**src/tl_timing_pkg.sv**
```systemverilog
package tl_timing_pkg;

    //==========================================================================
    // Time bases
    //==========================================================================
    localparam int TICK_W = 32;                             // Tick counter width
    localparam int unsigned DEFAULT_TICKS_PER_SEC = 100_000_000;  // 100 MHz board

    typedef logic [7:0]        sec_t;     // Whole seconds
    typedef logic [TICK_W-1:0] tick_t;    // Clock cycles within one second
    typedef logic [7:0]        count_t;   // Yellow onset count

    // A zero-second setting still runs for one second
    function automatic sec_t min_one_sec(sec_t s);
        return (s == '0) ? sec_t'(1) : s;
    endfunction

endpackage

```
**src/tl_types_pkg.sv**
```systemverilog
package tl_types_pkg;

    //==========================================================================
    // Directions and lamp vectors
    //==========================================================================
    typedef logic [1:0] dir_t;      // 0 N, 1 E, 2 S, 3 W
    typedef logic [3:0] lamp_t;     // One bit per direction, bit 0 is North
    typedef logic [4:0] sw_t;       // Bit 0 manual mode, bits 4..1 W S E N

    // Automatic cycle, three phases per direction in cycle order
    typedef enum logic [3:0] {
        N_GREEN,
        N_YELLOW,
        N_ALL_RED,
        E_GREEN,
        E_YELLOW,
        E_ALL_RED,
        S_GREEN,
        S_YELLOW,
        S_ALL_RED,
        W_GREEN,
        W_YELLOW,
        W_ALL_RED
    } phase_t;

    // Manual clearance FSM
    typedef enum logic [1:0] {
        IDLE,
        YELLOW,
        RED
    } man_state_t;

    // Lowest set bit as a one-hot vector, zero if none set
    function automatic lamp_t first_set(lamp_t v);
        return v & (~v + lamp_t'(1));
    endfunction

endpackage

```
**src/tl_phase_if.sv**
```systemverilog
`timescale 1ns/1ps

interface tl_phase_if;
    import tl_types_pkg::*;
    import tl_timing_pkg::*;

    // Auto side
    phase_t     phase;        // Current auto phase
    logic       pending;      // Manual requested, auto still finishing
    sec_t       remaining;    // Seconds left in phase, never zero

    // Manual side
    man_state_t man_state;
    lamp_t      man_yellow;   // One-hot, direction being cleared

    modport seq (
        output phase,
        output pending,
        output remaining
    );

    modport man (
        input  pending,
        output man_state,
        output man_yellow
    );

    modport drv (
        input phase,
        input pending,
        input remaining,
        input man_state,
        input man_yellow
    );

endinterface

```
**src/auto_sequencer.sv**
```systemverilog
`timescale 1ns/1ps

module auto_sequencer #(
    parameter int unsigned TICKS_PER_SEC = tl_timing_pkg::DEFAULT_TICKS_PER_SEC
) (
    input  logic                clk,
    input  logic                rst,
    input  logic                manual,
    input  logic                manual_rise,
    input  tl_timing_pkg::sec_t n_duration,
    input  tl_timing_pkg::sec_t e_duration,
    input  tl_timing_pkg::sec_t s_duration,
    input  tl_timing_pkg::sec_t w_duration,
    input  tl_timing_pkg::sec_t yellow_duration,
    input  tl_timing_pkg::sec_t red_holding,
    tl_phase_if.seq             ph
);
    import tl_types_pkg::*;
    import tl_timing_pkg::*;

    localparam tick_t TICK_LAST = tick_t'(TICKS_PER_SEC - 1);

    phase_t phase_q;
    phase_t phase_nxt;
    tick_t  tick_cnt;       // Cycles into the current second
    sec_t   sec_cnt;        // Whole seconds elapsed in phase
    sec_t   dur;            // Current phase length, at least 1
    logic   pending_q;
    logic   hold;           // Pure manual, park at N_GREEN
    logic   sec_end;
    logic   phase_end;
    logic   enter_all_red;

    //==========================================================================
    // Phase length and successor
    //==========================================================================
    always_comb begin
        case (phase_q)
            N_GREEN: dur = min_one_sec(n_duration);
            E_GREEN: dur = min_one_sec(e_duration);
            S_GREEN: dur = min_one_sec(s_duration);
            W_GREEN: dur = min_one_sec(w_duration);
            N_YELLOW, E_YELLOW, S_YELLOW, W_YELLOW:
                dur = min_one_sec(yellow_duration);
            default: dur = min_one_sec(red_holding);   // All-red phases
        endcase
    end

    // Cycle order, wraps back to North
    assign phase_nxt = (phase_q == W_ALL_RED) ? N_GREEN : phase_t'(phase_q + 1'b1);

    assign hold      = manual && !pending_q && !manual_rise;
    assign sec_end   = (tick_cnt == TICK_LAST);
    assign phase_end = sec_end && (sec_cnt >= dur - 1'b1);

    assign enter_all_red = !hold && phase_end &&
                           (phase_nxt inside {N_ALL_RED, E_ALL_RED, S_ALL_RED, W_ALL_RED});

    //==========================================================================
    // Phase, tick and seconds counters
    //==========================================================================
    always_ff @(posedge clk or posedge rst) begin
        if (rst) begin
            phase_q  <= N_GREEN;
            tick_cnt <= '0;
            sec_cnt  <= '0;
        end else if (hold) begin
            phase_q  <= N_GREEN;                // Restart point for return to auto
            tick_cnt <= '0;
            sec_cnt  <= '0;
        end else if (sec_end) begin
            tick_cnt <= '0;
            if (phase_end) begin
                phase_q <= phase_nxt;
                sec_cnt <= '0;                  // Reload for the new phase
            end else begin
                sec_cnt <= sec_cnt + 1'b1;
            end
        end else begin
            tick_cnt <= tick_cnt + 1'b1;
        end
    end

    // Handover flag, cleared at the first all-red or when back in auto
    always_ff @(posedge clk or posedge rst) begin
        if (rst) begin
            pending_q <= 1'b0;
        end else if (!manual || enter_all_red) begin
            pending_q <= 1'b0;
        end else if (manual_rise) begin
            pending_q <= 1'b1;
        end
    end

    assign ph.phase     = phase_q;
    assign ph.pending   = pending_q;
    assign ph.remaining = dur - sec_cnt;        // Counts down to 1

    // Handover only starts from a manual request
    a_pending_needs_manual: assert property (
        @(posedge clk) disable iff (rst) $rose(pending_q) |-> $past(manual)
    ) else $error("pending rose while in auto mode");

    a_remaining_nonzero: assert property (
        @(posedge clk) disable iff (rst) ph.remaining != '0
    ) else $error("countdown reached zero");

endmodule

```
**src/lamp_driver.sv**
```systemverilog
`timescale 1ns/1ps

module lamp_driver (
    input  logic                   clk,
    input  logic                   rst,
    input  logic                   manual,
    input  tl_types_pkg::lamp_t    dir_sw,
    tl_phase_if.drv                ph,
    output tl_types_pkg::lamp_t    red_lamps,
    output tl_types_pkg::lamp_t    yellow_lamps,
    output tl_types_pkg::lamp_t    green_lamps,
    output tl_types_pkg::dir_t     active_direction,
    output tl_timing_pkg::sec_t    countdown_sec,
    output logic                   show_countdown,
    output tl_timing_pkg::count_t  yellow_light_count
);
    import tl_types_pkg::*;

    dir_t  ph_dir;          // Direction of the auto phase
    dir_t  sw_dir;          // First set switch, North if none
    lamp_t ph_onehot;
    lamp_t sw_first;
    logic  auto_view;       // Auto lamps shown, incl. handover
    logic  yellow_any;
    logic  yellow_any_q;

    assign auto_view = !manual || ph.pending;
    assign sw_first  = first_set(dir_sw);       // Priority N, E, S, W

    //==========================================================================
    // Direction decode
    //==========================================================================
    always_comb begin
        case (ph.phase)
            N_GREEN, N_YELLOW, N_ALL_RED: ph_dir = 2'd0;
            E_GREEN, E_YELLOW, E_ALL_RED: ph_dir = 2'd1;
            S_GREEN, S_YELLOW, S_ALL_RED: ph_dir = 2'd2;
            default:                      ph_dir = 2'd3;
        endcase
    end

    assign ph_onehot = lamp_t'(1) << ph_dir;

    always_comb begin
        case (sw_first)
            4'b0010: sw_dir = 2'd1;
            4'b0100: sw_dir = 2'd2;
            4'b1000: sw_dir = 2'd3;
            default: sw_dir = 2'd0;             // North, or nothing set
        endcase
    end

    //==========================================================================
    // Lamp selection
    //==========================================================================
    always_comb begin
        yellow_lamps = '0;                      // Default all red
        green_lamps  = '0;
        if (auto_view) begin
            case (ph.phase)
                N_GREEN, E_GREEN, S_GREEN, W_GREEN:     green_lamps  = ph_onehot;
                N_YELLOW, E_YELLOW, S_YELLOW, W_YELLOW: yellow_lamps = ph_onehot;
                default: ;
            endcase
        end else begin
            case (ph.man_state)
                IDLE:    green_lamps  = sw_first;
                YELLOW:  yellow_lamps = ph.man_yellow;
                default: ;                      // RED hold
            endcase
        end
    end

    assign red_lamps        = ~(yellow_lamps | green_lamps);
    assign active_direction = auto_view ? ph_dir : sw_dir;
    assign countdown_sec    = ph.remaining;
    assign show_countdown   = auto_view;        // Hidden in pure manual

    // Yellow onset counter, auto and manual alike
    assign yellow_any = |yellow_lamps;

    always_ff @(posedge clk or posedge rst) begin
        if (rst) begin
            yellow_any_q       <= 1'b0;
            yellow_light_count <= '0;
        end else begin
            yellow_any_q <= yellow_any;
            if (yellow_any && !yellow_any_q) begin
                yellow_light_count <= yellow_light_count + 1'b1;
            end
        end
    end

    a_single_green: assert property (
        @(posedge clk) disable iff (rst) $onehot0(green_lamps)
    ) else $error("conflicting greens %b", green_lamps);

endmodule

```
**src/manual_controller.sv**
```systemverilog
`timescale 1ns/1ps

module manual_controller #(
    parameter int unsigned TICKS_PER_SEC = tl_timing_pkg::DEFAULT_TICKS_PER_SEC
) (
    input  logic                clk,
    input  logic                rst,
    input  logic                manual,
    input  tl_types_pkg::lamp_t dir_off,
    input  tl_timing_pkg::sec_t yellow_duration,
    input  tl_timing_pkg::sec_t red_holding,
    tl_phase_if.man             ph
);
    import tl_types_pkg::*;
    import tl_timing_pkg::*;

    localparam tick_t TICK_LAST = tick_t'(TICKS_PER_SEC - 1);

    man_state_t state_q;
    lamp_t      man_yellow_q;
    tick_t      tick_cnt;
    sec_t       sec_cnt;
    sec_t       step_secs;      // Length of current YELLOW or RED step
    logic       active;
    logic       sec_end;
    logic       step_end;

    assign active    = manual && !ph.pending;   // Pure manual only
    assign step_secs = (state_q == YELLOW) ? min_one_sec(yellow_duration)
                                           : min_one_sec(red_holding);
    assign sec_end   = (tick_cnt == TICK_LAST);
    assign step_end  = sec_end && (sec_cnt >= step_secs - 1'b1);

    //==========================================================================
    // Clearance FSM  IDLE -> YELLOW -> RED -> IDLE
    //==========================================================================
    always_ff @(posedge clk or posedge rst) begin
        if (rst) begin
            state_q  <= IDLE;
            tick_cnt <= '0;
            sec_cnt  <= '0;
        end else if (!active) begin
            state_q  <= IDLE;                   // Auto or handover owns the lamps
            tick_cnt <= '0;
            sec_cnt  <= '0;
        end else begin
            case (state_q)
                IDLE: begin
                    tick_cnt <= '0;
                    sec_cnt  <= '0;
                    if (|dir_off) begin
                        state_q <= YELLOW;      // Switch turned off
                    end
                end
                default: begin                  // YELLOW or RED, timed
                    if (sec_end) begin
                        tick_cnt <= '0;
                        if (step_end) begin
                            sec_cnt <= '0;
                            state_q <= (state_q == YELLOW) ? RED : IDLE;
                        end else begin
                            sec_cnt <= sec_cnt + 1'b1;
                        end
                    end else begin
                        tick_cnt <= tick_cnt + 1'b1;
                    end
                end
            endcase
        end
    end

    // Direction to clear, lowest index wins on simultaneous edges
    always_ff @(posedge clk) begin
        if (active && state_q == IDLE && |dir_off) begin
            man_yellow_q <= first_set(dir_off);
        end
    end

    assign ph.man_state  = state_q;
    assign ph.man_yellow = man_yellow_q;

    a_yellow_onehot: assert property (
        @(posedge clk) disable iff (rst) (state_q == YELLOW) |-> $onehot(man_yellow_q)
    ) else $error("manual yellow not one-hot");

endmodule

```
**src/switch_conditioner.sv**
```systemverilog
`timescale 1ns/1ps

module switch_conditioner (
    input  logic                clk,
    input  logic                rst,
    input  tl_types_pkg::sw_t   switches,
    output logic                manual,
    output logic                manual_rise,
    output tl_types_pkg::lamp_t dir_sw,
    output tl_types_pkg::lamp_t dir_off
);
    import tl_types_pkg::*;

    //==========================================================================
    // Two-flop synchronizer plus edge history
    //==========================================================================
    sw_t meta_q;    // First stage, may go metastable
    sw_t sync_q;    // Safe to use
    sw_t prev_q;    // sync_q one cycle ago

    // Zero reset so a switch held through reset looks like a rising edge
    always_ff @(posedge clk or posedge rst) begin
        if (rst) begin
            meta_q <= '0;
            sync_q <= '0;
            prev_q <= '0;
        end else begin
            meta_q <= switches;
            sync_q <= meta_q;
            prev_q <= sync_q;
        end
    end

    //==========================================================================
    // Levels and edges
    //==========================================================================
    assign manual      = sync_q[0];                 // 1 = manual mode
    assign manual_rise = sync_q[0] & ~prev_q[0];    // Auto to manual request

    // Direction levels, W S E N
    assign dir_sw = sync_q[4:1];

    // Falling edges, high in the first cycle of the new level
    assign dir_off = prev_q[4:1] & ~sync_q[4:1];

endmodule

```
**src/traffic_light_top.sv**
```systemverilog
`timescale 1ns/1ps

module traffic_light_top #(
    parameter int unsigned TICKS_PER_SEC = tl_timing_pkg::DEFAULT_TICKS_PER_SEC
) (
    input  logic                   clk,
    input  logic                   rst,
    input  tl_types_pkg::sw_t      switches,
    input  tl_timing_pkg::sec_t    n_duration,
    input  tl_timing_pkg::sec_t    e_duration,
    input  tl_timing_pkg::sec_t    s_duration,
    input  tl_timing_pkg::sec_t    w_duration,
    input  tl_timing_pkg::sec_t    yellow_duration,
    input  tl_timing_pkg::sec_t    red_holding,
    output tl_types_pkg::lamp_t    red_lamps,
    output tl_types_pkg::lamp_t    yellow_lamps,
    output tl_types_pkg::lamp_t    green_lamps,
    output tl_types_pkg::dir_t     active_direction,
    output tl_timing_pkg::sec_t    countdown_sec,
    output logic                   show_countdown,
    output tl_timing_pkg::count_t  yellow_light_count
);
    import tl_types_pkg::*;

    logic  manual;
    logic  manual_rise;
    lamp_t dir_sw;
    lamp_t dir_off;

    tl_phase_if ph_if_i ();                     // Controller state to lamp driver

    //==========================================================================
    // Input side
    //==========================================================================
    switch_conditioner cond_i (
        .clk         (clk),
        .rst         (rst),
        .switches    (switches),
        .manual      (manual),
        .manual_rise (manual_rise),
        .dir_sw      (dir_sw),
        .dir_off     (dir_off)
    );

    //==========================================================================
    // Processing
    //==========================================================================
    auto_sequencer #(
        .TICKS_PER_SEC (TICKS_PER_SEC)
    ) seq_i (
        .clk             (clk),
        .rst             (rst),
        .manual          (manual),
        .manual_rise     (manual_rise),
        .n_duration      (n_duration),
        .e_duration      (e_duration),
        .s_duration      (s_duration),
        .w_duration      (w_duration),
        .yellow_duration (yellow_duration),
        .red_holding     (red_holding),
        .ph              (ph_if_i.seq)
    );

    manual_controller #(
        .TICKS_PER_SEC (TICKS_PER_SEC)
    ) man_i (
        .clk             (clk),
        .rst             (rst),
        .manual          (manual),
        .dir_off         (dir_off),
        .yellow_duration (yellow_duration),
        .red_holding     (red_holding),
        .ph              (ph_if_i.man)
    );

    //==========================================================================
    // Output side
    //==========================================================================
    lamp_driver drv_i (
        .clk                (clk),
        .rst                (rst),
        .manual             (manual),
        .dir_sw             (dir_sw),
        .ph                 (ph_if_i.drv),
        .red_lamps          (red_lamps),
        .yellow_lamps       (yellow_lamps),
        .green_lamps        (green_lamps),
        .active_direction   (active_direction),
        .countdown_sec      (countdown_sec),
        .show_countdown     (show_countdown),
        .yellow_light_count (yellow_light_count)
    );

endmodule
```
**config.mk**
```make
export PLATFORM = sky130hd
export DESIGN_NAME = traffic_light_top
export DESIGN_NICKNAME = d
export VERILOG_FILES = /design/src/tl_timing_pkg.sv /design/src/tl_types_pkg.sv /design/src/tl_phase_if.sv /design/src/auto_sequencer.sv /design/src/lamp_driver.sv /design/src/manual_controller.sv /design/src/switch_conditioner.sv /design/src/traffic_light_top.sv
export SDC_FILE = /design/constraint.sdc
export NUM_CORES = 1
export LEC_CHECK = 0
export BUFFER_PORTS_ARGS = -buffer_cell sky130_fd_sc_hd__buf_2
export CAP_MARGIN = 10
export CORE_AREA = 10 10 160 162
export DETAILED_ROUTE_END_ITERATION = 10
export DIE_AREA = 0 0 170 172
export GPL_ROUTABILITY_DRIVEN = 0
export PLACE_DENSITY = 0.52
export SYNTH_ARGS = -nofsm -noshare
export SYNTH_HDL_FRONTEND = slang
export SYNTH_HIERARCHICAL = 1
export SYNTH_SLANG_ARGS = --single-unit
```
**constraint.sdc**
```tcl
create_clock -name clk -period 6.8 [get_ports clk]
set_input_delay 1.36 -clock clk [delete_from_list [all_inputs] [get_ports clk]]
set_output_delay 1.36 -clock clk [all_outputs]
set_load 0.01 [all_outputs]
```
Word level (Yosys, flattened, before mapping)
Memories as Yosys holds them, arrays and structs flattened.
Cells that the tools add are included.
Operators by class
  add/subtract/negate cells: 11
  magnitude comparators: 2
  equal/unequal tests: 21
  shift-type cells: 1
  mux-type cells: 40
  bitwise logic cells: 9
  reductions and logical operators: 34
Operators by type and width (count)
  32-bit two-way mux: 5
  8-bit two-way mux: 14
  32-bit by 1-bit adder with 32-bit output (second input constant): 2
  32-bit by 27-bit == test with 1-bit output (second input constant): 2
  8-bit zero test: 6
  4-bit two-way mux: 10
  8-bit one-hot mux with 5 select lines: 1
  8-bit by 1-bit adder with 8-bit output (second input constant): 3
  4-bit == test (second input constant): 6
  4-bit by 3-bit == test with 1-bit output (second input constant): 5
  8-bit >= comparator: 2
  4-bit OR reduction: 4
  8-bit by 1-bit subtractor with 8-bit output (second input constant): 2
  2-bit two-way mux: 7
  4-bit by 1-bit adder with 4-bit output (second input constant): 3
  4-bit AND: 3
  4-bit by 2-bit == test with 1-bit output (second input constant): 3
  4-bit inverter: 3
  1-bit logical AND: 9
  8-bit subtractor: 1
  3-bit by 2-bit inequality test with 1-bit output (second input constant): 2
  2-bit one-hot mux with 3 select lines: 1
  2-bit nonzero test: 3
  1-bit zero test: 5
  other kinds (14): 16
Storage, ports and cells
  bits in registers: 115
  memory bits (read-only): 32
  bits of input ports: 55
  output and inout port bits: 31
  logic and storage cells: 132
  memories: 1
Memory list
  (no name shown): depth 16, bits a word 2, read ports 1, clocked after Yosys merged registers in 0, wr ports 0, RTL line lamp_driver.sv:34  | case (ph.phase)

Longest topological paths before layout
  depth after elaboration: 10
  gate-level depth with buffers: 17
  depth with buffers taken out: 16

Modules after synthesis
Netlist, hierarchy kept.
Modules (own cells, without submodules)
  auto_sequencer: times used 1, cells an instance 423, area an instance 3582.2 µm², seq. area each 1126.1 µm²
  manual_controller: times used 1, cells an instance 284, area an instance 2900.3 µm², seq. area each 1171.1 µm²
  lamp_driver: times used 1, cells an instance 84, area an instance 777.0 µm², seq. area each 225.2 µm²
  switch_conditioner: times used 1, cells an instance 21, area an instance 447.9 µm², seq. area each 375.4 µm²

Least setup slack after synthesis
OpenSTA, ideal clock, no wires.
  path kind: input -> output
  start point: input port n_duration[2]
  end point: output port countdown_sec[6]
  arrival time: 3.582 ns
  required time: 5.440 ns
  setup slack: 1.858 ns
  stages: 12
  path buffers: 1
  cells stage by stage: a22o_1 > a32o_1 > a211oi_1 > a21boi_0 > inv_1 > ha_1 > a21o_1 > a21oi_1 > o21bai_1 > a21oi_1 > xnor2_1 > buf_4
Between the ends
  cells in the longest elaborated chain, start to end: 4
RTL lines
  start, declared: RTL line traffic_light_top.sv:9  | input tl_timing_pkg::sec_t n_duration,
  8-bit zero test: RTL line tl_timing_pkg.sv:15  | return (s == '0) ? sec_t'(1) : s;
  8-bit two-way mux (*): RTL line tl_timing_pkg.sv:15
  8-bit one-hot mux with 5 select lines (*): RTL line auto_sequencer.sv:38  | case (phase_q)
  8-bit subtractor (*): RTL line auto_sequencer.sv:97  | assign ph.remaining = dur - sec_cnt;
  end, declared: RTL line traffic_light_top.sv:19  | output tl_timing_pkg::sec_t countdown_sec,
Every way passes the cells marked *; elsewhere a longest branch is shown, timed or not.

Final worst setup path
  start point: register seq_i.phase_q[1], in the netlist seq_i/ph.phase[1]
  end point: output port countdown_sec[6]
Between the ends
  cells in the longest elaborated chain, start to end: 4
  elaborated cells between the ends (all ways): 11
  those cells by class: 1 x add/sub; 7 x eq/ne; 1 x mux; 2 x reduce/logical
RTL lines
  start, declared: RTL line auto_sequencer.sv:23  | phase_t phase_q;
  start signal, assigned: RTL line auto_sequencer.sv:74  | phase_q <= phase_nxt;
  4-bit by 1-bit == test with 1-bit output (tied with other cells): RTL line auto_sequencer.sv:38
  4-bit OR reduction: RTL line auto_sequencer.sv:38
  8-bit one-hot mux with 5 select lines (*): RTL line auto_sequencer.sv:38
  8-bit subtractor (*): RTL line auto_sequencer.sv:97
Marked as above.

==> results.cfg <==
[yosys]
yosysUniqueCellTypes = 88
synth_warnings = 6
syn_avg_cell_area_um2 = 9.492
async_flop_share_pct = 96.52
synth_flop_cell = dfrtp_1
syn-num-nets = 902
synth_seq_cells = 115
synth_edf_count = 4
postSynthCellCount = 812
yosysSeqAreaShare_pct = 37.60
synthesis.area_um2 = 7707

[power]
ir_drop_mv = 0.1554
power.density_nw_per_um2 = 213.7
p_leak_nw = 3.754

[sta]
slew_viol_final = 0
finalCriticalPeriod_ns = 5.822
setup_viol = 0
fin_crit_sh_pct = 85.61
tightest_slew_ns = 1.148
worst_clock_skew_ns = 0.005880
final_hold_viol_count = 0
setup_tns_ns = 0
grt_setup_unrepaired = no
relSlewSlack_pct = 23.31
fmax_mhz = 171.8

[finish]
drive_gt1_share_pct = 20.67
final_nets = 977
fin_area_um2 = 8841
syn2layout_area_growth_pct = 14.71

[worst_setup_path]
path_cells = ha_1, o21bai_1, o211ai_1, o22ai_1, nor3_1, ha_1, inv_1, fa_1, a21o_1, a21oi_1, o21bai_1, a21oi_1, xnor2_1, buf_2
cp_max_fo = 16
cpLargestDelayFamily = adder cells
crit_type = reg -> out
arrival_ns = 4.46
critPathSlowestCell = dfrtp_1
cp_num_buf_inv = 2
critPathLaunchType = register
cp-end-kind = output port
max_stage_delay_ns = 0.69
cp.required_ns = 5.44

[clock_tree]
cts_resized = 0
cts.sinks = 115
cts-root-buf = clkbuf_16
ctsHoldBuffers = 0
cts_setup_buffers = 0
insertion_delay_ns = 0.41
cts_buffers = 17
path_clk_slew_ns = 0.06
clockBufferDepth = 2
cts_tree = done
htreeDepth = 4

[die]
die_width_um = 170
io_pins = 86
start_util_pct = 34.46
rows = 55
core_area_um2 = 22370
die-area_um2 = 29240
die_height_um = 172

[placement]
hpwl_um = 14610
place_area_um2 = 8285
io_buffer_count = 85

[global_routing]
grt_start_max_net_pins = 46
grt_usage_pct = 13.56
grt_overflow_total = 0
antenna_found_initial = 2
grt_pass1_vias = 6118
grt_pass1_wl_um = 32260

[status]
status = finished clean

[hold_path]
hp-class = reg -> reg

[detailed_routing]
firstDrtPassIters = 5
postRouteAntennaNets = 0
drt_iter0_markers = 389
via_per_inst = 5.282
drt-total-wl_um = 19580
routedWlPerCell_um = 16.49
drc = 0
via_count = 6270

[run]
max_cap_viol_count = 0
final cells by class:
class                           count  area (um^2)
Clock buffer                       17        425.4
Inverter                           31        116.4
Fill cell                        2243        13520
Antenna cell                        2        5.005
Sequential cell                   115         2898
Multi-Input combinational cell    633         4459
Clock inverter                     15        125.1
Timing Repair Buffer               89        455.4
Tap cell                          285        356.6
stage by stage:
| step | total power [mW] | std cells | utilization, % | hold slack (ns) | worst slack [ns] |
|---|---|---|---|---|---|
| 2_1_floorplan | 0.9948 | 812 | - | 0.3312 | 1.858 |
| 3_3_place_gp | 1.083 | 1153 | 37.05 | 0.3335 | 1.426 |
| 3_5_place_dp | 1.083 | 1153 | 37.05 | 0.3372 | 1.364 |
| 4_1_cts | 1.923 | 1185 | 39.51 | 0.3506 | 0.9558 |
| 5_1_grt | 1.987 | 1187 | 39.53 | 0.3520 | 0.6015 |
| 6_report | 1.889 | 1187 | 39.53 | 0.3488 | 0.9783 |
worst paths after layout:
path                       depth (start not counted)                          start  slack [ns]                                 endpoint
max                                               14  seq_i/ph.phase[1]$_DFFE_PP0P_        0.98                         countdown_sec[6]
min reg2reg                                        0     cond_i/meta_q[0]$_DFF_PP0_        0.35               cond_i/sync_q[0]$_DFF_PP0_
min                                                0     cond_i/meta_q[0]$_DFF_PP0_        0.35               cond_i/sync_q[0]$_DFF_PP0_
max reg2reg                                       14  seq_i/ph.phase[1]$_DFFE_PP0P_        1.92             seq_i/sec_cnt[1]$_DFFE_PP0P_
min in group asynchronous                          2                            rst        0.98  drv_i/yellow_light_count[2]$_DFFE_PP0P_
max in group asynchronous                          2                            rst        5.00             seq_i/sec_cnt[2]$_DFFE_PP0P_
worst reg2reg max path, stage by stage, from the launching register on:
cell and delay, ns:
dfrtp_1 0.69, ha_1 0.64, o21bai_1 0.19, o211a_1 0.22, a2111oi_2 0.74, o211ai_1 0.28
nand2b_1 0.25, xor2_1 0.17, ha_1 0.31, a21o_1 0.16, a21o_1 0.17, a21oi_1 0.13
o31a_1 0.35, o21ai_1 0.28, o22ai_1 0.19
cell usage after synthesis (5+ instances only):
master      n  area share, %
or3_1       7           0.57
a32o_1      6           0.78
nor2b_4     5           0.89
nor2_2     28            2.3
nand3_1    36            2.3
ha_1       34            5.5
xor2_1     49            5.6
nor2_1     73            3.6
nand3b_1    5           0.49
inv_1      31            1.5
nor2b_1    13            1.1
nor4b_1     6           0.68
nand2b_1   10           0.81
o21ai_0    22            1.4
a22o_1      8           0.91
nand4_1    27            2.2
a211oi_1    7           0.68
nand2_1    46            2.2
nor4_1     18            1.5
a21oi_1    27            1.8
dfrtp_1   111             36
clkbuf_1   12           0.58
and2_1      8           0.65
and4_1      6           0.68
buf_4       9           0.88
and3_1     16            1.3
xnor2_1    39            4.4
mux2i_1    13            1.7
nor3_1     20            1.3
o22ai_1    12           0.97
state kept, by name, summed over array words and instances (netlist names), 2 cells and up:
name / cells
man_i/sec_cnt: 8
cond_i/prev_q: 5
cond_i/sync_q: 5
drv_i/yellow_light_count: 8
seq_i/ph.phase: 4
man_i/ph.man_state: 2
man_i/ph.man_yellow: 4
seq_i/tick_cnt: 32
cond_i/meta_q: 5
man_i/tick_cnt: 32
seq_i/sec_cnt: 8
cells in the final DEF (no fill, tap or decap), types with 5 or more instances in the layout:
master / instances
nor2b_4: 5
o21ai_0: 22
nor3_1: 20
nor4_1: 18
nor2_2: 28
nor2b_1: 13
inv_1: 30
clkbuf_16: 17
a22o_1: 8
mux2i_1: 13
ha_1: 34
and4_1: 6
a32o_1: 6
dfrtp_1: 111
nor2_1: 73
buf_2: 85
nand2b_1: 10
a211oi_1: 7
nand3_1: 36
nand4_1: 27
clkinvlp_4: 5
a21oi_1: 27
and3_1: 16
nand3b_1: 5
nand2_1: 46
o22ai_1: 12
xnor2_1: 39
or3_1: 7
and2_1: 8
xor2_1: 49
nor4b_1: 6
power breakdown:
| part | switching, mW | leakage (nW) | internal (mW) |
|---|---|---|---|
| clock network | 0.349 | 0.255 | 0.473 |
| registers | 0.0325 | 1.54 | 0.720 |
| logic | 0.190 | 1.95 | 0.124 |
| total | 0.571 | 3.75 | 1.32 |
kinds of logic (layout without fill, tap and decap cells):
kind of cell / count (synthesis) / count (layout) / synth area share (%)
buffers and inverters: 64 / 152 / 4.545
adders and majority gates: 35 / 35 / 5.779
other: 0 / 2 / 0
DFF: 115 / 115 / 37.60
and+or+nand+nor: 357 / 357 / 26.85
AOI/OAI and AO/OA: 138 / 138 / 13.20
muxes: 15 / 15 / 2.029
xor gates and xnor gates: 88 / 88 / 10.00
metal layers:
metal | routed length (um) | part of all wire [%] | GRT usage [%]
met1 | 9077 | 46 | 17.34
met3 | 978 | 5.0 | 3.306
met5 | 0 | 0 | 0
met4 | 367 | 1.9 | 5.263
met2 | 9156 | 47 | 21.64
Note: power is estimated with default switching activity, not from simulation.
